[src/hdl/axil_bus_pkg.sv]
/* Bus widths and payload types shared by the AXI-lite slave side and the
   Wishbone master side of the write bridge */

package axil_bus_pkg;

	////////////////////////////////////////////////////////////
	// Widths
	////////////////////////////////////////////////////////////

	// AXI byte address
	localparam int AXI_ADDR_W = 28;
	localparam int DATA_W     = 32;
	localparam int SEL_W      = DATA_W / 8;

	// Byte offset bits that Wishbone does not see
	localparam int ADDR_LSBS  = 2;
	localparam int WB_ADDR_W  = AXI_ADDR_W - ADDR_LSBS;

	////////////////////////////////////////////////////////////
	// Payload types
	////////////////////////////////////////////////////////////

	typedef logic [WB_ADDR_W-1:0] wb_addr_t;
	typedef logic [DATA_W-1:0]    data_t;
	typedef logic [SEL_W-1:0]     sel_t;

	// Write data in the upper bits, byte select in the lower bits
	typedef logic [DATA_W+SEL_W-1:0] wr_data_t;

endpackage

[src/hdl/wr_track_pkg.sv]
/* Depth, pointer types and B response codes for the record of writes
   in flight between AXI acceptance and the B channel */

package wr_track_pkg;

	// Record holds up to eight writes
	localparam int LGFIFO     = 3;
	localparam int FIFO_DEPTH = 1 << LGFIFO;

	// Extra top bit tells a full record from an empty one
	typedef logic [LGFIFO:0] ptr_t;

	// Acks still owed by the Wishbone slave, 0 to FIFO_DEPTH
	typedef logic [LGFIFO:0] cnt_t;

	typedef logic [1:0] resp_t;

	localparam resp_t RESP_OKAY   = 2'b00;
	localparam resp_t RESP_SLVERR = 2'b10;
	localparam resp_t RESP_DECERR = 2'b11;

endpackage

[src/hdl/axil_hold_slot.sv]
/* One-entry holding register for a channel payload that could not be used
   in its arrival cycle. The pairing stage keeps one per AXI channel */
`timescale 1ns/1ps

module axil_hold_slot
	import axil_bus_pkg::*;
#(
	parameter type T_PAYLOAD = wb_addr_t
)
(
	input  logic     i_clk,
	input  logic     i_reset,
	input  logic     i_load,
	input  T_PAYLOAD i_payload,
	input  logic     i_clear,
	output logic     o_valid,
	output T_PAYLOAD o_payload
);

	logic w_reset;

	assign w_reset = i_reset;

	// Clear wins, the entry was consumed this cycle
	always_ff @(posedge i_clk)
	begin
		if (w_reset)
			o_valid <= 1'b0;
		else if (i_clear)
			o_valid <= 1'b0;
		else if (i_load)
			o_valid <= 1'b1;
	end

	always_ff @(posedge i_clk)
	begin
		if (i_load)
			o_payload <= i_payload;
	end

	// The channel ready stays low while the entry is occupied
	a_no_overwrite: assert property (@(posedge i_clk) disable iff (w_reset)
		i_load |-> !o_valid);

endmodule

[src/hdl/axil_wr_pair.sv]
/* Pairing stage. Joins each AXI-lite write address with its write data,
   parks whichever half comes first and pulses accept for a complete write */
`timescale 1ns/1ps

module axil_wr_pair
	import axil_bus_pkg::*;
(
	input  logic                  i_clk,
	input  logic                  i_reset,
	input  logic                  i_axi_awvalid,
	input  logic [AXI_ADDR_W-1:0] i_axi_awaddr,
	input  logic                  i_axi_wvalid,
	input  data_t                 i_axi_wdata,
	input  sel_t                  i_axi_wstrb,
	input  logic                  i_issue_busy,
	input  logic                  i_full,
	input  logic                  i_err_state,
	output logic                  o_axi_awready,
	output logic                  o_axi_wready,
	output logic                  o_accept,
	output wb_addr_t              o_acc_addr,
	output wr_data_t              o_acc_data
);

	logic     w_reset;
	logic     w_blocked;
	logic     w_aw_hs;
	logic     w_w_hs;
	logic     w_aw_held;
	logic     w_w_held;
	wb_addr_t w_aw_live;
	wr_data_t w_w_live;
	wb_addr_t w_aw_slot;
	wr_data_t w_w_slot;

	assign w_reset = i_reset;

	// Word address as Wishbone sees it
	assign w_aw_live = i_axi_awaddr[AXI_ADDR_W-1:ADDR_LSBS];
	assign w_w_live  = {i_axi_wdata, i_axi_wstrb};

	// Stalled request, full record or error drain
	assign w_blocked = i_issue_busy || i_full || i_err_state;

	assign o_axi_awready = !w_aw_held && !w_blocked;
	assign o_axi_wready  = !w_w_held && !w_blocked;

	assign w_aw_hs = i_axi_awvalid && o_axi_awready;
	assign w_w_hs  = i_axi_wvalid && o_axi_wready;

	assign o_accept = (w_aw_held || w_aw_hs) && (w_w_held || w_w_hs) && !w_blocked;

	// A held half is older than anything on the live bus
	assign o_acc_addr = w_aw_held ? w_aw_slot : w_aw_live;
	assign o_acc_data = w_w_held ? w_w_slot : w_w_live;

	////////////////////////////////////////////////////////////
	// Hold slots
	////////////////////////////////////////////////////////////

	axil_hold_slot #(
		.T_PAYLOAD(wb_addr_t)
	) u_aw_slot (
		.i_clk     (i_clk),
		.i_reset   (w_reset),
		.i_load    (w_aw_hs && !o_accept),
		.i_payload (w_aw_live),
		.i_clear   (o_accept),
		.o_valid   (w_aw_held),
		.o_payload (w_aw_slot)
	);

	axil_hold_slot #(
		.T_PAYLOAD(wr_data_t)
	) u_w_slot (
		.i_clk     (i_clk),
		.i_reset   (w_reset),
		.i_load    (w_w_hs && !o_accept),
		.i_payload (w_w_live),
		.i_clear   (o_accept),
		.o_valid   (w_w_held),
		.o_payload (w_w_slot)
	);

	// The tracker record must never be pushed past its depth
	a_no_accept_full: assert property (@(posedge i_clk) disable iff (w_reset)
		o_accept |-> !i_full);

endmodule

[src/hdl/wb_wr_issue.sv]
/* Issue stage. Drives the pipelined Wishbone write requests and keeps the
   cycle open while any acknowledgement is still owed */
`timescale 1ns/1ps

module wb_wr_issue
	import axil_bus_pkg::*;
	import wr_track_pkg::*;
(
	input  logic     i_clk,
	input  logic     i_reset,
	input  logic     i_accept,
	input  wb_addr_t i_acc_addr,
	input  wr_data_t i_acc_data,
	input  logic     i_wb_ack,
	input  logic     i_wb_stall,
	input  logic     i_wb_err,
	input  logic     i_err_state,
	output logic     o_wb_cyc,
	output logic     o_wb_stb,
	output wb_addr_t o_wb_addr,
	output data_t    o_wb_data,
	output sel_t     o_wb_sel,
	output logic     o_issue_busy,
	output logic     o_wb_done,
	output logic     o_wb_err
);

	logic w_reset;
	logic w_req_taken;
	cnt_t r_outstanding;

	assign w_reset = i_reset;

	assign o_issue_busy = o_wb_stb && i_wb_stall;
	assign w_req_taken  = o_wb_stb && !i_wb_stall;

	// Replies only count inside the cycle
	assign o_wb_done = o_wb_cyc && (i_wb_ack || i_wb_err);
	assign o_wb_err  = o_wb_cyc && i_wb_err;

	assign o_wb_cyc = o_wb_stb || (r_outstanding != '0);

	////////////////////////////////////////////////////////////
	// Request
	////////////////////////////////////////////////////////////

	// A bus error drops the whole cycle
	always_ff @(posedge i_clk)
	begin
		if (w_reset || o_wb_err || i_err_state)
			o_wb_stb <= 1'b0;
		else if (i_accept)
			o_wb_stb <= 1'b1;
		else if (!i_wb_stall)
			o_wb_stb <= 1'b0;
	end

	// Frozen while the slave stalls
	always_ff @(posedge i_clk)
	begin
		if (!o_issue_busy)
		begin
			o_wb_addr <= i_acc_addr;
			o_wb_data <= i_acc_data[DATA_W+SEL_W-1:SEL_W];
			o_wb_sel  <= i_acc_data[SEL_W-1:0];
		end
	end

	////////////////////////////////////////////////////////////
	// Outstanding acks
	////////////////////////////////////////////////////////////

	always_ff @(posedge i_clk)
	begin
		if (w_reset || !o_wb_cyc || o_wb_err || i_err_state)
			r_outstanding <= '0;
		else if (w_req_taken && !i_wb_ack)
			r_outstanding <= r_outstanding + 1'b1;
		else if (!w_req_taken && i_wb_ack)
			r_outstanding <= r_outstanding - 1'b1;
	end

	a_stb_in_cyc: assert property (@(posedge i_clk) disable iff (w_reset)
		o_wb_stb |-> o_wb_cyc);

	// Bounded by the tracker's full flag on the AXI side
	a_outstanding_max: assert property (@(posedge i_clk) disable iff (w_reset)
		r_outstanding <= cnt_t'(FIFO_DEPTH));

endmodule

[src/hdl/wr_resp_tracker.sv]
/* Response stage. Keeps the ordered record of writes in flight and returns
   one B response per accepted write, including the drain after a bus error */
`timescale 1ns/1ps

module wr_resp_tracker
	import wr_track_pkg::*;
(
	input  logic  i_clk,
	input  logic  i_reset,
	input  logic  i_accept,
	input  logic  i_wb_done,
	input  logic  i_wb_err,
	input  logic  i_axi_bready,
	output logic  o_axi_bvalid,
	output resp_t o_axi_bresp,
	output logic  o_full,
	output logic  o_err_state
);

	logic  w_reset;
	logic  w_b_taken;
	ptr_t  r_first;
	ptr_t  r_mid;
	ptr_t  r_last;
	ptr_t  r_err_loc;
	ptr_t  w_next_first;
	ptr_t  w_last_inc;
	ptr_t  w_next_last;
	ptr_t  w_fill;
	ptr_t  w_next_fill;
	ptr_t  w_resp_slot;
	ptr_t  w_err_dist;
	resp_t w_resp_code;

	assign w_reset   = i_reset;
	assign w_b_taken = o_axi_bvalid && i_axi_bready;

	assign w_next_first = i_accept ? r_first + 1'b1 : r_first;
	assign w_last_inc   = r_last + 1'b1;
	assign w_next_last  = w_b_taken ? w_last_inc : r_last;

	assign w_fill      = r_first - r_last;
	assign w_next_fill = w_next_first - w_next_last;

	////////////////////////////////////////////////////////////
	// Record pointers
	////////////////////////////////////////////////////////////

	// first counts accepts, mid counts bus replies, last counts B beats
	always_ff @(posedge i_clk)
	begin
		if (w_reset)
		begin
			r_first <= '0;
			r_mid   <= '0;
			r_last  <= '0;
		end
		else
		begin
			r_first <= w_next_first;
			r_last  <= w_next_last;
			if (i_wb_done)
				r_mid <= r_mid + 1'b1;
			else if (o_err_state && (r_mid != r_first))
				r_mid <= r_mid + 1'b1;
		end
	end

	always_ff @(posedge i_clk)
	begin
		if (w_reset)
			o_full <= 1'b0;
		else
			o_full <= (w_next_fill == ptr_t'(FIFO_DEPTH));
	end

	////////////////////////////////////////////////////////////
	// Error state
	////////////////////////////////////////////////////////////

	// Slot of the write that failed on the bus
	always_ff @(posedge i_clk)
	begin
		if (i_wb_err)
			r_err_loc <= r_mid;
	end

	always_ff @(posedge i_clk)
	begin
		if (w_reset)
			o_err_state <= 1'b0;
		else if (r_first == r_last)
			o_err_state <= 1'b0;
		else if (i_wb_err)
			o_err_state <= 1'b1;
	end

	////////////////////////////////////////////////////////////
	// B channel
	////////////////////////////////////////////////////////////

	// Slot that the next B beat will carry
	assign w_resp_slot = o_axi_bvalid ? w_last_inc : r_last;
	assign w_err_dist  = w_resp_slot - r_err_loc;

	// Slots before the failing one already finished with OKAY
	always_comb
	begin
		w_resp_code = RESP_OKAY;
		if (o_err_state)
		begin
			if (w_resp_slot == r_err_loc)
				w_resp_code = RESP_SLVERR;
			else if (w_err_dist <= ptr_t'(FIFO_DEPTH))
				w_resp_code = RESP_DECERR;
		end
		else if (i_wb_err && (w_resp_slot == r_mid))
			w_resp_code = RESP_SLVERR;
	end

	always_ff @(posedge i_clk)
	begin
		if (w_reset)
			o_axi_bresp <= RESP_OKAY;
		else if (!o_axi_bvalid || i_axi_bready)
			o_axi_bresp <= w_resp_code;
	end

	// During the drain every accepted slot is answered, bus reply or not
	always_ff @(posedge i_clk)
	begin
		if (w_reset)
			o_axi_bvalid <= 1'b0;
		else if (i_wb_done)
			o_axi_bvalid <= 1'b1;
		else if (w_b_taken)
		begin
			if (o_err_state)
				o_axi_bvalid <= (w_last_inc != r_first);
			else
				o_axi_bvalid <= (w_last_inc != r_mid);
		end
	end

	a_full_depth: assert property (@(posedge i_clk) disable iff (w_reset)
		o_full == (w_fill == ptr_t'(FIFO_DEPTH)));

endmodule

[src/hdl/axilwr2wb_bridge.sv]
/* Write-only bridge from an AXI-lite slave port to a pipelined Wishbone
   master port, built from the pairing, issue and response stages */
`timescale 1ns/1ps

module axilwr2wb_bridge
	import axil_bus_pkg::*;
	import wr_track_pkg::*;
(
	input  logic                  i_clk,
	input  logic                  i_reset,
	// AXI write address
	input  logic                  i_axi_awvalid,
	input  logic [AXI_ADDR_W-1:0] i_axi_awaddr,
	output logic                  o_axi_awready,
	// AXI write data
	input  logic                  i_axi_wvalid,
	input  data_t                 i_axi_wdata,
	input  sel_t                  i_axi_wstrb,
	output logic                  o_axi_wready,
	// AXI write response
	output logic                  o_axi_bvalid,
	output resp_t                 o_axi_bresp,
	input  logic                  i_axi_bready,
	// Wishbone requests
	output logic                  o_wb_cyc,
	output logic                  o_wb_stb,
	output wb_addr_t              o_wb_addr,
	output data_t                 o_wb_data,
	output sel_t                  o_wb_sel,
	// Wishbone replies
	input  logic                  i_wb_ack,
	input  logic                  i_wb_stall,
	input  logic                  i_wb_err
);

	logic     w_reset;
	logic     w_issue_busy;
	logic     w_full;
	logic     w_err_state;
	logic     w_accept;
	wb_addr_t w_acc_addr;
	wr_data_t w_acc_data;
	logic     w_wb_done;
	logic     w_wb_err;

	assign w_reset = i_reset;

	axil_wr_pair u_axil_wr_pair (
		.i_clk         (i_clk),
		.i_reset       (w_reset),
		.i_axi_awvalid (i_axi_awvalid),
		.i_axi_awaddr  (i_axi_awaddr),
		.i_axi_wvalid  (i_axi_wvalid),
		.i_axi_wdata   (i_axi_wdata),
		.i_axi_wstrb   (i_axi_wstrb),
		.i_issue_busy  (w_issue_busy),
		.i_full        (w_full),
		.i_err_state   (w_err_state),
		.o_axi_awready (o_axi_awready),
		.o_axi_wready  (o_axi_wready),
		.o_accept      (w_accept),
		.o_acc_addr    (w_acc_addr),
		.o_acc_data    (w_acc_data)
	);

	wb_wr_issue u_wb_wr_issue (
		.i_clk        (i_clk),
		.i_reset      (w_reset),
		.i_accept     (w_accept),
		.i_acc_addr   (w_acc_addr),
		.i_acc_data   (w_acc_data),
		.i_wb_ack     (i_wb_ack),
		.i_wb_stall   (i_wb_stall),
		.i_wb_err     (i_wb_err),
		.i_err_state  (w_err_state),
		.o_wb_cyc     (o_wb_cyc),
		.o_wb_stb     (o_wb_stb),
		.o_wb_addr    (o_wb_addr),
		.o_wb_data    (o_wb_data),
		.o_wb_sel     (o_wb_sel),
		.o_issue_busy (w_issue_busy),
		.o_wb_done    (w_wb_done),
		.o_wb_err     (w_wb_err)
	);

	wr_resp_tracker u_wr_resp_tracker (
		.i_clk        (i_clk),
		.i_reset      (w_reset),
		.i_accept     (w_accept),
		.i_wb_done    (w_wb_done),
		.i_wb_err     (w_wb_err),
		.i_axi_bready (i_axi_bready),
		.o_axi_bvalid (o_axi_bvalid),
		.o_axi_bresp  (o_axi_bresp),
		.o_full       (w_full),
		.o_err_state  (w_err_state)
	);

endmodule

[config.mk]
export PLATFORM = sky130hd
export DESIGN_NAME = axilwr2wb_bridge
export DESIGN_NICKNAME = d
export VERILOG_FILES = /design/src/hdl/axil_bus_pkg.sv /design/src/hdl/wr_track_pkg.sv /design/src/hdl/axil_hold_slot.sv /design/src/hdl/axil_wr_pair.sv /design/src/hdl/wb_wr_issue.sv /design/src/hdl/wr_resp_tracker.sv /design/src/hdl/axilwr2wb_bridge.sv
export SDC_FILE = /design/constraint.sdc
export NUM_CORES = 1
export LEC_CHECK = 0
export ABC_AREA = 1
export BUFFER_PORTS_ARGS = -buffer_cell sky130_fd_sc_hd__buf_4
export CAP_MARGIN = 10
export CORE_UTILIZATION = 30
export CTS_CLUSTER_SIZE = 10
export DETAILED_ROUTE_END_ITERATION = 16
export GPL_TIMING_DRIVEN = 0
export PLACE_DENSITY_LB_ADDON = 0.05
export SKIP_LAST_GASP = 1
export SYNTH_ARGS = -nofsm -noshare
export SYNTH_HDL_FRONTEND = slang
export SYNTH_SLANG_ARGS = --single-unit
[constraint.sdc]
create_clock -name i_clk -period 3.7 [get_ports i_clk]
set_clock_uncertainty 0.15 [all_clocks]
set_input_delay 0.37 -clock i_clk [delete_from_list [all_inputs] [get_ports i_clk]]
set_output_delay 0.37 -clock i_clk [all_outputs]
set_load 0.1 [all_outputs]
Word-level counts from Yosys, hierarchy flattened
Index checks and enable logic that the tools add are counted.
{"block": "word_totals", "ff_bits": 152, "input_bits": 72, "out_inout_bits": 69, "elab_cells": 95}
{"block": "op_classes", "addsub": 7, "magnitude_cmp": 1, "eq_ne": 8, "muxes": 18, "reduce_logical": 44}
{"cell": "$mux 36", "n": 1}
{"cell": "$mux 4", "n": 7}
{"cell": "$mux 26", "n": 1}
{"cell": "$logic_and 1x1->1", "n": 17}
{"cell": "$add 4x1->4 const B", "n": 4}
{"cell": "$eq 4x4->1", "n": 3}
{"cell": "$logic_or 1x1->1", "n": 12}
{"cell": "$ne 4x4->1", "n": 3}
{"cell": "$logic_not 1->1", "n": 9}
{"cell": "$mux 2", "n": 4}
{"cell": "$sub 4x4->4", "n": 2}
{"cell": "$reduce_bool 2->1", "n": 3}
{"cell": "$mux 1", "n": 5}
{"cell": "$eq 4x4->1 const B", "n": 1}
{"cell": "$le 4x4->1 const B", "n": 1}
{"cell": "$reduce_bool 4->1", "n": 1}
{"cell": "$reduce_or 2->1", "n": 2}
{"cell": "$sub 4x1->4 const B", "n": 1}
{"cell": "$ne 2x1->1 const B", "n": 1}

Depth between registers and ports, before layout
Gate-level depths: netlist of run 1.
{"block": "depth", "word_depth": 12, "depth_mapped": 16, "mapped_depth_nobuf": 16}

Hierarchy
A second synthesis of run 1 with hierarchy kept.
{"block": "hier_totals", "cells_unflattened": 608, "area_unflattened_um2": 6497.5}
{"module": "wb_wr_issue", "instances": 1, "cells_per_inst": 113, "area_each_um2": 2214.6, "seq_area_each_um2": 1961.9}
{"module": "wr_resp_tracker", "instances": 1, "cells_per_inst": 202, "area_each_um2": 1465.2, "seq_area_each_um2": 460.4}
{"module": "axil_hold_slot (u_axil_wr_pair.u_w_slot)", "instances": 1, "cells_per_inst": 42, "area_each_um2": 1119.8, "seq_area_each_um2": 1101.1}
{"module": "axil_wr_pair", "instances": 1, "cells_per_inst": 219, "area_each_um2": 878.3, "seq_area_each_um2": 0.0}
{"module": "axil_hold_slot (u_axil_wr_pair.u_aw_slot)", "instances": 1, "cells_per_inst": 32, "area_each_um2": 819.5, "seq_area_each_um2": 800.8}

Least setup slack after synthesis of run 1
Ideal clock, no wire load.
{"block": "synth_path", "path_kind": "register to register", "startpoint": "register u_wb_wr_issue.o_wb_stb", "endpoint": "register u_axil_wr_pair.u_w_slot.o_payload[0] (netlist name) (enable)", "setup_time_ns": 0.429, "arrival_time_ns": 4.893, "t_required_ns": 3.121, "path_slack_ns": -1.772, "path_stages_with_launch": 6, "path_buffers": 0, "synth_period_minus_slack_ns": 5.472, "cell_sequence": "dfxtp_1 -> nand2_2 -> nand3_4 -> nor2_1 -> nand2_1 -> nor2_1"}
{"block": "synth_via", "elab_chain_len": 11, "elab_cells_between_ends": 14, "cone_classes": "reduce/logical (14)"}
{"element": "start: declaration", "line_no": "wb_wr_issue.sv:19", "text": "output logic o_wb_stb,"}
{"element": "start signal: assignment", "line_no": "wb_wr_issue.sv:51", "text": "o_wb_stb <= 1'b0;"}
{"element": "start signal: assignment", "line_no": "wb_wr_issue.sv:53", "text": "o_wb_stb <= 1'b1;"}
{"element": "start signal: assignment", "line_no": "wb_wr_issue.sv:55", "text": "o_wb_stb <= 1'b0;"}
{"element": "$logic_and 1x1->1 *", "line_no": "wb_wr_issue.sv:34", "text": "assign o_issue_busy = o_wb_stb && i_wb_stall;"}
{"element": "$logic_or 1x1->1 * (2 in a row)", "line_no": "axil_wr_pair.sv:43", "text": "assign w_blocked = i_issue_busy || i_full || i_err_state;"}
{"element": "$logic_not 1->1 *", "line_no": "axil_wr_pair.sv:46", "text": "assign o_axi_wready = !w_w_held && !w_blocked;"}
{"element": "$logic_and 1x1->1 *", "line_no": "axil_wr_pair.sv:46"}
{"element": "via o_axi_wready", "line_no": "axilwr2wb_bridge.sv:19", "text": "output logic o_axi_wready,"}
{"element": "$logic_and 1x1->1 *", "line_no": "axil_wr_pair.sv:49", "text": "assign w_w_hs = i_axi_wvalid && o_axi_wready;"}
{"element": "$logic_or 1x1->1", "line_no": "axil_wr_pair.sv:51", "text": "assign o_accept = (w_aw_held || w_aw_hs) && (w_w_held || w_w_hs) && !w_blocked;"}
{"element": "$logic_and 1x1->1 (2 in a row)", "line_no": "axil_wr_pair.sv:51"}
{"element": "$logic_not 1->1", "line_no": "axil_wr_pair.sv:78", "text": ".i_load (w_w_hs && !o_accept),"}
{"element": "$logic_and 1x1->1 *", "line_no": "axil_wr_pair.sv:78"}
{"element": "via u_axil_wr_pair.u_w_slot.i_load", "line_no": "axil_hold_slot.sv:13", "text": "input logic i_load,"}
{"element": "end signal: assignment", "line_no": "axil_hold_slot.sv:38", "text": "o_payload <= i_payload;"}
{"element": "end: declaration", "line_no": "axil_hold_slot.sv:17", "text": "output T_PAYLOAD o_payload"}
Mark *: on every way through the listed nets, which the timed path passes. The rest lies on a longest branch.
A chain may end at the register's enable or synchronous reset.

Final worst setup path of run 1
{"block": "layout_path", "startpoint": "register u_wb_wr_issue.o_wb_stb", "endpoint": "register u_wr_resp_tracker.o_full"}
{"block": "layout_via", "elab_chain_len": 12, "elab_cells_between_ends": 15, "cone_classes": "add/sub (1); eq/ne (1); mux (1); reduce/logical (12)"}
{"element": "$logic_and 1x1->1 *", "line_no": "wb_wr_issue.sv:34"}
{"element": "$logic_or 1x1->1 * (2 in a row)", "line_no": "axil_wr_pair.sv:43"}
{"element": "$logic_not 1->1 *", "line_no": "axil_wr_pair.sv:45, axil_wr_pair.sv:46, axil_wr_pair.sv:51"}
{"element": "$logic_and 1x1->1 (on tied branches)", "line_no": "axil_wr_pair.sv:45, axil_wr_pair.sv:46"}
{"element": "$logic_and 1x1->1 (on tied branches)", "line_no": "axil_wr_pair.sv:48, axil_wr_pair.sv:49"}
{"element": "$logic_or 1x1->1", "line_no": "axil_wr_pair.sv:51"}
{"element": "$logic_and 1x1->1", "line_no": "axil_wr_pair.sv:51"}
{"element": "$logic_and 1x1->1 *", "line_no": "axil_wr_pair.sv:51"}
{"element": "$mux 4 *", "line_no": "wr_resp_tracker.sv:38", "text": "assign w_next_first = i_accept ? r_first + 1'b1 : r_first;"}
{"element": "via u_wr_resp_tracker.w_next_first[1]", "line_no": "wr_resp_tracker.sv:26", "text": "ptr_t w_next_first;"}
{"element": "$sub 4x4->4 *", "line_no": "wr_resp_tracker.sv:43", "text": "assign w_next_fill = w_next_first - w_next_last;"}
{"element": "$eq 4x4->1 *", "line_no": "wr_resp_tracker.sv:74", "text": "o_full <= (w_next_fill == ptr_t'(FIFO_DEPTH));"}
{"element": "end signal: assignment", "line_no": "wr_resp_tracker.sv:74"}
{"element": "end: declaration", "line_no": "wr_resp_tracker.sv:16", "text": "output logic o_full,"}
Marks and branches as above.

==> results by group, run 1 <==
Critical path
  – CP Launch Type: flop
  – CP max stage delay: 0.40 ns
  – Top Family by Delay on Critical Path: simple AND/OR/NAND/NOR gates
  – Cell mode on critical path: nand3_4
  – Critical path's slowest cell: nand2_8
  – CP max FO: 64
  – Nature of the critical path endpoint: flop
  – Worst EP required: 3.90 ns
  – CP Cell Sequence: nand2_8, nand3_4, nor2_4, nand2_2, nand2_4, nand3_4, nand2_1, o21ai_0, ha_1, inv_1, o21bai_1, a21oi_1, xor2_1, or2_1, a21oi_2
  – Crit path kind: flop to flop
  – WP data arrival: 3.24 ns
  – WP buf/inv: 1

Cells and area
  – Layout cells sized above 1: 30.21%
  – Final core occ: 43.06%
  – Number of nets in the layout: 831
  – Synthesis-to-layout area growth: 40.83%
  – Antenna cells: 0

Yosys
  – Mapped Cells: 526
  – Compound-Gate Fraction of Synth Area: 2.871%
  – Netlist area before placement: 0.006407 mm²
  – Count of cell types in the netlist: 34
  – Mapped Nets: 612
  – Area contributors post-synth: edfxtp_1 (60%), nand2_1 (8.4%), dfxtp_1 (7.5%), mux2_2 (6.3%), ha_1 (2.3%)
  – Sequential share of the synthesized area: 67.49%
  – XOR/XNOR Fraction of Synth Area: 2.460%
  – Yosys top cell by area: edfxtp_1
  – Flops & latches, synth: 152
  – Largest family of logic cells by synthesized area: simple AND/OR/NAND/NOR gates
  – Ys Warns: 0
  – Adder-cell share of the synthesized area: 2.968%
  – Synth top area share: 59.99%
  – Mux share of post-synthesis cell area: 6.483%
  – Simple-Gate Fraction of Synth Area: 14.33%
  – Mean Syn Cell Area: 12.18 µm²

Clock tree
  – Total CTS buffers: 17
  – CTS tree: done
  – H-tree Lvls: 4
  – Setup Fix Bufs, Post-CTS: 0
  – Clk_lat worst skew: 0.42 ns
  – Clk slew on worst S/H paths: 0.06 ns
  – Root Driver: clkbuf_16
  – Post-CTS sizing: 0
  – CTS sink count: 152
  – Hold_buf cts: 62
  – Clock buffer depth: 2

Floorplanning
  – Initial core utilization: 30.58%
  – Die ar.: 0.02195 mm²
  – Die H: 148.1 µm
  – Io pins: 141
  – Die width: 148.1 µm
  – Row cnt: 53
  – Core area: 0.02096 mm²

Global route
  – Vias in the first global route: 4493
  – Total GRT Usage: 13.78%
  – Largest net degree at the start of global routing: 65
  – First-pass GRT wire length: 23180 µm
  – Antenna violations before repair: 0
  – Grt total ovfl: 0

Routing
  – WL final: 14610 µm
  – Drt initial violations: 252
  – # DRC: 0
  – Highest routed layer: met4
  – Routed via count: 4451
  – M1 wire length: 6860 µm
  – Pre-antenna DRT Iters: 4
  – Drt wl/cell: 14.14 µm
  – Metal2 WL: 6735 µm
  – Detail Route Antenna Nets: 0
  – Metal3 WL: 823 µm
  – Vias per std cell: 4.309

Flow run
  – Max Cap Viol: 0

STA
  – Setup TNS: 0 ns
  – Worst-margin pin slew: 1.098 ns
  – Worst slew margin: 26.63%
  – Final setup fails: 0
  – Final hold viol count: 0
  – Fin crit share: 82.09%
  – Max-slew violations: 0
  – RSZ-0062 raised after global routing: false
  – Fmax: 329.2 MHz
  – Final min period: 3.037 ns

Place
  – Final Wtd Congestion: 0.7618
  – Port bufs: 137
  – HPWL after detailed placement: 10020 µm

Run status
  – Outcome: complete, no violations

Hold path
  – Hold crit path type: input pin to flop
==> sequential cells by signal, indices dropped and copies added (netlist names) <==
signal	cells
u_wr_resp_tracker.r_err_loc	4
u_wr_resp_tracker.o_axi_bresp	2
u_axil_wr_pair.u_w_slot.o_valid	1
u_axil_wr_pair.u_aw_slot.o_valid	1
u_wr_resp_tracker.o_axi_bvalid	1
u_wb_wr_issue.r_outstanding	4
u_wr_resp_tracker.r_mid	4
u_axil_wr_pair.u_w_slot.o_payload	36
u_wb_wr_issue.o_wb_addr	26
u_wr_resp_tracker.r_first	4
u_wb_wr_issue.o_wb_stb	1
u_axil_wr_pair.u_aw_slot.o_payload	26
u_wb_wr_issue.o_wb_data	32
u_wr_resp_tracker.o_full	1
u_wr_resp_tracker.r_last	4
u_wr_resp_tracker.o_err_state	1
u_wb_wr_issue.o_wb_sel	4
==> layout by cell type, fill, tap and decap left out, drive strengths merged, types with 2 or more instances in the layout <==
cell,count
a21oi,13
buf,147
bufinv,2
clkbuf,24
clkinv,6
clkinvlp,2
dfxtp,24
dlygate4sd3,62
edfxtp,128
fa,2
ha,12
inv,44
mux2,36
nand2,147
nand3,24
nand4,5
nor2,41
o21ai,13
xnor2,4
xor2,14
==> layout make-up <==
class | instances | area, µm²
fillers | 2031 | 11930
flip-flops and latches | 152 | 4325
multi-input cells | 319 | 1892
repair buffers | 200 | 1664
clock buffers | 19 | 432.9
well taps | 275 | 344.1
inverters | 41 | 153.9
clock inverters | 13 | 147.6
plain buffers | 14 | 63.81
==> Yosys cell counts <==
cell	number
a21o_1	1
a21oi_1	10
a21oi_2	3
a311oi_1	1
buf_1	2
buf_2	6
buf_4	1
clkbuf_1	5
dfxtp_1	24
edfxtp_1	128
fa_1	2
ha_1	12
inv_1	37
inv_2	4
mux2_2	36
mux2i_1	1
nand2_1	143
nand2_2	3
nand2_4	1
nand3_1	22
nand3_4	2
nand4_1	5
nor2_1	40
nor2_4	1
nor3b_1	1
o211ai_1	1
o21ai_0	10
o21ai_1	2
o21ai_2	1
o21bai_1	1
o31ai_1	1
or2_1	1
xnor2_1	4
xor2_1	14
==> through the flow <==
| stage | hold WS, ns | worst slack [ns] | instance area [µm²] | instances |
|---|---|---|---|---|
| global route | 0.1660 | 0.3970 | 9024 | 1033 |
| floorplan | 0.3189 | 0.2368 | 6435 | 526 |
| finish | 0.1613 | 0.6626 | 9024 | 1033 |
| detailed placement | 0.3153 | 0.4754 | 7823 | 939 |
| CTS | 0.1482 | 0.5909 | 9024 | 1033 |
| global placement | 0.3207 | 0.4814 | 7807 | 938 |
==> worst min-delay path: stages <==
cell     delay, ns
buf_4         0.09
a21oi_2       0.06
inv_2         0.08
nand2_1       0.06
inv_1         0.04
==> routing by layer <==
metal,up-vias,track usage [%]
li1,2230,-
met1,2102,17.74
met2,103,21.74
met3,16,4.448
met4,0,4.794
met5,-,0
==> path summary, 6_finish.rpt <==
| check | startpoint | to | slack (ns) | cells past startpoint |
|---|---|---|---|---|
| setup / recovery | u_wb_wr_issue.o_wb_stb$_SDFFE_PP0P_ | u_wr_resp_tracker.o_full$_SDFF_PP0_ | 0.66 | 15 |
| hold / removal | i_axi_wvalid | u_axil_wr_pair.u_w_slot.o_valid$_SDFFE_PP0P_ | 0.16 | 5 |
| setup reg to reg | u_wb_wr_issue.o_wb_stb$_SDFFE_PP0P_ | u_wr_resp_tracker.o_full$_SDFF_PP0_ | 0.66 | 15 |
| hold reg to reg | u_wr_resp_tracker.o_axi_bresp[0]$_SDFFE_PP0P_ | u_wr_resp_tracker.o_axi_bresp[0]$_SDFFE_PP0P_ | 0.32 | 2 |
==> logic make-up (layout without fill, tap and decap cells) <==
kind of cell	after synthesis	count (layout)
DFF	152	152
AOI/OAI and AO/OA	31	31
and+or+nand+nor	219	219
adders and majority gates	14	14
buffers and inverters	55	287
xor gates and xnor gates	18	18
muxes	37	37
Power of run 1 is left out: the tool's default activity adds up to more than one toggle a clock period on the data nets, which glitch-free logic cannot reach.
==> run 2, diff against run 1 <==
==> constraint.sdc (replaced) <==
create_clock -name i_clk -period 2.6 [get_ports i_clk]
set_clock_uncertainty 0.15 [all_clocks]
set_input_delay 0.26 -clock i_clk [delete_from_list [all_inputs] [get_ports i_clk]]
set_output_delay 0.26 -clock i_clk [all_outputs]
set_load 0.1 [all_outputs]
==> results by group, run 2 (synthesized netlist as in run 1, its figures left out) <==
Place
  – HPWL after detailed placement: 10130 µm
  – Port bufs: 137
  – Final Wtd Congestion: 0.8164
  – Placed cell area: 0.007826 mm²

Cells and area
  – Antenna cells: 0
  – Fill count: 2003
  – Largest Register: u_axil_wr_pair.u_w_slot.o_payload
  – Synthesis-to-layout area growth: 42.30%
  – Storage element area: 0.004332 mm²
  – Largest register FFs: 36
  – Layout cells sized above 1: 32.16%
  – Multi-input logic area: 0.001928 mm²
  – Cell area after layout: 0.009117 mm²
  – Number of nets in the layout: 841
  – Top Registers: u_axil_wr_pair.u_w_slot.o_payload (36), u_wb_wr_issue.o_wb_data (32)
  – Most frequent cells in the layout: buf_4 (146), nand2_1 (143), edfxtp_1 (128)
  – Most common cell after layout, fill and taps aside: buf_4

STA
  – Max-slew violations: 0
  – Final hold viol count: 0
  – Worst slew margin: 23.00%
  – RSZ-0062 raised after global routing: false
  – Final setup fails: 0
  – Fin crit share: 93.92%
  – Final min period: 2.442 ns
  – Fmax: 409.5 MHz
  – Worst-margin pin slew: 1.152 ns

Critical path
  – Worst EP required: 2.80 ns
  – Crit path kind: flop to flop
  – WP data arrival: 2.64 ns
  – Nature of the critical path endpoint: flop
  – CP max FO: 6
  – CP Launch Type: flop

Floorplanning
  – Core area: 0.02096 mm²
  – Row cnt: 53
  – Die H: 148.1 µm
  – Die width: 148.1 µm
  – Initial core utilization: 30.58%
  – Die ar.: 0.02195 mm²
  – Io pins: 141

Global route
  – Grt total ovfl: 0
  – Met2 Usage GRT: 23.45%
  – Antenna violations before repair: 0
  – First-pass GRT wire length: 23720 µm
  – Busiest grt layer: met2
  – Met1 usage: 18.65%
  – Met3 Usage GRT: 3.405%
  – Largest net degree at the start of global routing: 37
  – Total GRT Usage: 14.33%
  – Vias in the first global route: 4455

Clock tree
  – H-tree Lvls: 4
  – CTS sink count: 152
  – Clk slew on worst S/H paths: 0.06 ns
  – CTS tree: done
  – Clk_lat worst skew: 0.42 ns
  – Total CTS buffers: 17
  – Root Driver: clkbuf_16
  – Clock buffer depth: 2

Flow run
  – Max Cap Viol: 0

Run status
  – Outcome: complete, no violations

Routing
  – Vias per std cell: 4.355
  – Detail Route Antenna Nets: 0
  – WL final: 15150 µm
  – Pre-antenna DRT Iters: 4
  – Drt initial violations: 296
  – # DRC: 0
  – Routed via count: 4542
  – Drt wl/cell: 14.52 µm

Hold path
  – Hold crit path type: input pin to flop
==> run 2: cell count changes in the layout (fill, tap and decap cells not counted), moves of 2 or more <==
| cell | before | now |
|---|---|---|
| buf_4 | 138 | 146 |
| clkinvlp_4 | 2 | 5 |
| dfxtp_1 | 23 | 20 |
| dfxtp_2 | 1 | 3 |
| clkinv_4 | 4 | 0 |
| inv_6 | 2 | 4 |
| nand2_4 | 1 | 3 |
| inv_8 | 1 | 3 |
==> run 2: worst paths after layout <==
kind / start / endpoint / slack [ns] / cells past startpoint
min reg2reg: u_wr_resp_tracker.o_axi_bresp[0]$_SDFFE_PP0P_ / u_wr_resp_tracker.o_axi_bresp[0]$_SDFFE_PP0P_ / 0.35 / 2
max reg2reg: u_wb_wr_issue.o_wb_stb$_SDFFE_PP0P_ / u_wr_resp_tracker.o_full$_SDFF_PP0_ / 0.16 / 14
max: u_wb_wr_issue.o_wb_stb$_SDFFE_PP0P_ / u_wr_resp_tracker.o_full$_SDFF_PP0_ / 0.16 / 14
min: i_axi_wvalid / u_axil_wr_pair.u_w_slot.o_valid$_SDFFE_PP0P_ / 0.07 / 5
==> run 2: timing repair <==
action | in CTS | in global routing
pin swaps | 1 | 3
hold buffers | 62 | 0
resized for setup | 2 | 5
cloned | 2 | 0
endpoints found under the hold margin | 123 | 0
endpoints found under the setup margin | 49 | 3
buffers inserted | 2 | 6
==> run 2: cell type report <==
class	instances	share of cell area [%]
inverters	41	1.688
flip-flops and latches	152	47.51
multi-input cells	321	21.15
plain buffers	14	0.7273
clock inverters	14	1.537
clock buffers	18	4.707
well taps	275	3.774
repair buffers	208	18.91
==> run 2: per-layer routing <==
layer	wire length (µm)	up-vias
met2	7339	112
li1	-	2260
met1	7026	2157
met5	0	-
met4	143	0
met3	637	13
==> run 2: worst max-delay path, stage by stage, from the launching register on <==
cell      delay (ns)
dfxtp_4         0.36
nand2_8         0.07
nand3_4         0.10
nor2_4          0.11
nand2_2         0.09
nand2_4         0.11
nand3_4         0.11
buf_4           0.15
xor2_1          0.15
ha_1            0.22
o21bai_2        0.18
a21oi_2         0.08
xor2_1          0.16
or2_1           0.23
a21oi_2         0.11
==> run 2: stage by stage <==
step	cells	util (%)	TNS (ns)	worst slack [ns]	hold slack, ns
finish	1043	43.51	0	0.1580	0.06650
global route	1043	43.51	0	0.01717	0.07379
CTS	1037	43.24	0	0.02891	0.04174
detailed placement	939	37.35	-6.630	-0.5533	0.2982
global placement	938	37.28	-16.43	-0.5111	0.2976
floorplan	526	-	-30.18	-0.7138	0.2089
Power of run 2 is left out for the same reason.
==> run 3, diff against run 2 <==
--- a/config.mk
+++ b/config.mk
@@ -12,7 +12,6 @@
 export CTS_CLUSTER_SIZE = 10
 export DETAILED_ROUTE_END_ITERATION = 16
 export GPL_TIMING_DRIVEN = 0
-export PLACE_DENSITY_LB_ADDON = 0.05
 export SKIP_LAST_GASP = 1
 export SYNTH_ARGS = -nofsm -noshare
 export SYNTH_HDL_FRONTEND = slang
==> results by group, run 3 (synthesized netlist as in run 1, its figures left out) <==
Routing
  – Drt wl/cell: 14.13 µm
  – WL final: 14750 µm
  – Routed via count: 4574
  – Drt initial violations: 218
  – # DRC: 0
  – Detail Route Antenna Nets: 0
  – Vias per std cell: 4.381
  – Pre-antenna DRT Iters: 4

Clock tree
  – Clk slew on worst S/H paths: 0.06 ns
  – Clk_lat worst skew: 0.41 ns
  – H-tree Lvls: 4
  – Total CTS buffers: 17
  – CTS tree: done
  – CTS sink count: 152
  – Root Driver: clkbuf_16
  – Clock buffer depth: 2

Critical path
  – Nature of the critical path endpoint: flop
  – CP Cell Sequence: nand2_8, nand3_4, nor2_4, nand2_2, nand2_4, nand3_4, buf_4, xor2_1, ha_1, o21bai_2, a21oi_1, xor2_1, or2_1, a21oi_2
  – WP data arrival: 2.64 ns
  – CP Launch Type: flop
  – Worst EP required: 2.80 ns
  – CP max FO: 6
  – CP max stage delay: 0.36 ns
  – Crit path kind: flop to flop
  – R2R Setup Slk: 0.16 ns
  – Reg2reg path depth: 14
  – Critical path's slowest cell: dfxtp_4

Cells and area
  – Final core occ: 43.47%
  – Layout cells sized above 1: 31.99%
  – Most common cell after layout, fill and taps aside: buf_4
  – Number of nets in the layout: 842
  – Top Registers: u_axil_wr_pair.u_w_slot.o_payload (36), u_wb_wr_issue.o_wb_data (32)
  – Antenna cells: 0
  – Synthesis-to-layout area growth: 42.18%
  – Largest register FFs: 36
  – Most frequent cells in the layout: buf_4 (147), nand2_1 (143), edfxtp_1 (128)
  – Largest Register: u_axil_wr_pair.u_w_slot.o_payload

Hold path
  – Hold crit path type: input pin to flop
  – Hold Path Depth: 3

STA
  – Setup TNS: 0 ns
  – Fmax: 409.2 MHz
  – RSZ-0062 raised after global routing: false
  – Max-slew violations: 0
  – Worst-margin pin slew: 1.078 ns
  – Worst slew margin: 27.99%
  – Final min period: 2.444 ns
  – Final setup fails: 0
  – Fin crit share: 94.00%
  – Final hold viol count: 0
  – Setup ws final: 0.1561 ns

Floorplanning
  – Die ar.: 0.02195 mm²
  – Die H: 148.1 µm
  – Initial core utilization: 30.58%
  – Die width: 148.1 µm
  – Core area: 0.02096 mm²
  – Io pins: 141
  – Row cnt: 53

Place
  – Pre-CTS setup slack: -0.4166 ns
  – Final Wtd Congestion: 0.7934
  – HPWL after detailed placement: 9655 µm
  – Port bufs: 137

Flow run
  – Max Cap Viol: 0

Global route
  – Vias in the first global route: 4396
  – First-pass GRT wire length: 23160 µm
  – Grt total ovfl: 0
  – Antenna violations before repair: 0
  – Largest net degree at the start of global routing: 37
  – Total GRT Usage: 13.81%

Run status
  – Outcome: complete, no violations
run 3: cell type report:
cell class,instances,area (µm²)
Tap cell,275,344.1
Sequential cell,152,4329
Buffer,14,63.81
Clock inverter,15,141.4
Fill cell,1967,11850
Multi-Input combinational cell,321,1921
Inverter,41,153.9
Timing Repair Buffer,209,1732
Clock buffer,17,425.4
run 3: final timing paths:
check                                           startpoint                                       endpoint
max                    u_wb_wr_issue.o_wb_stb$_SDFFE_PP0P_            u_wr_resp_tracker.o_full$_SDFF_PP0_
max reg2reg            u_wb_wr_issue.o_wb_stb$_SDFFE_PP0P_            u_wr_resp_tracker.o_full$_SDFF_PP0_
min                                               i_wb_err    u_wr_resp_tracker.o_axi_bvalid$_SDFFE_PP0P_
min reg2reg  u_wr_resp_tracker.o_axi_bresp[0]$_SDFFE_PP0P_  u_wr_resp_tracker.o_axi_bresp[0]$_SDFFE_PP0P_
run 3: per-stage QoR:
stage | std cells | hold WS, ns | area, µm²
after global placement | 938 | 0.2984 | 7811
after detailed placement | 939 | 0.2986 | 7826
after floorplan | 526 | 0.2089 | 6439
after global routing | 1044 | 0.08918 | 9110
final | 1044 | 0.08136 | 9110
after CTS | 1037 | 0.06134 | 9051
run 3: what timing repair did:
| action | CTS | global route |
|---|---|---|
| endpoints found under the hold margin | 115 | 0 |
| pin swaps | 1 | 2 |
| endpoints found under the setup margin | 50 | 1 |
| hold buffers | 62 | 0 |
| resized for setup | 0 | 2 |
| buffers inserted | 2 | 7 |
| cloned | 2 | 0 |
run 3: layer usage:
layer | wire length [µm] | GRT usage (%)
met4 | 219 | 5.155
met1 | 6654 | 17.69
met3 | 890 | 3.712
met5 | 0 | 0
met2 | 6982 | 22.30
run 3: worst max-delay path: cells and delay by family (launching register included):
kind,cells,cell delay [ns]
flops,1,0.36
simple gates,7,0.81
xor+xnor,2,0.32
compound gates,3,0.37
buf+inv,1,0.15
fa+ha+maj,1,0.21
Power of run 3 is left out for the same reason.
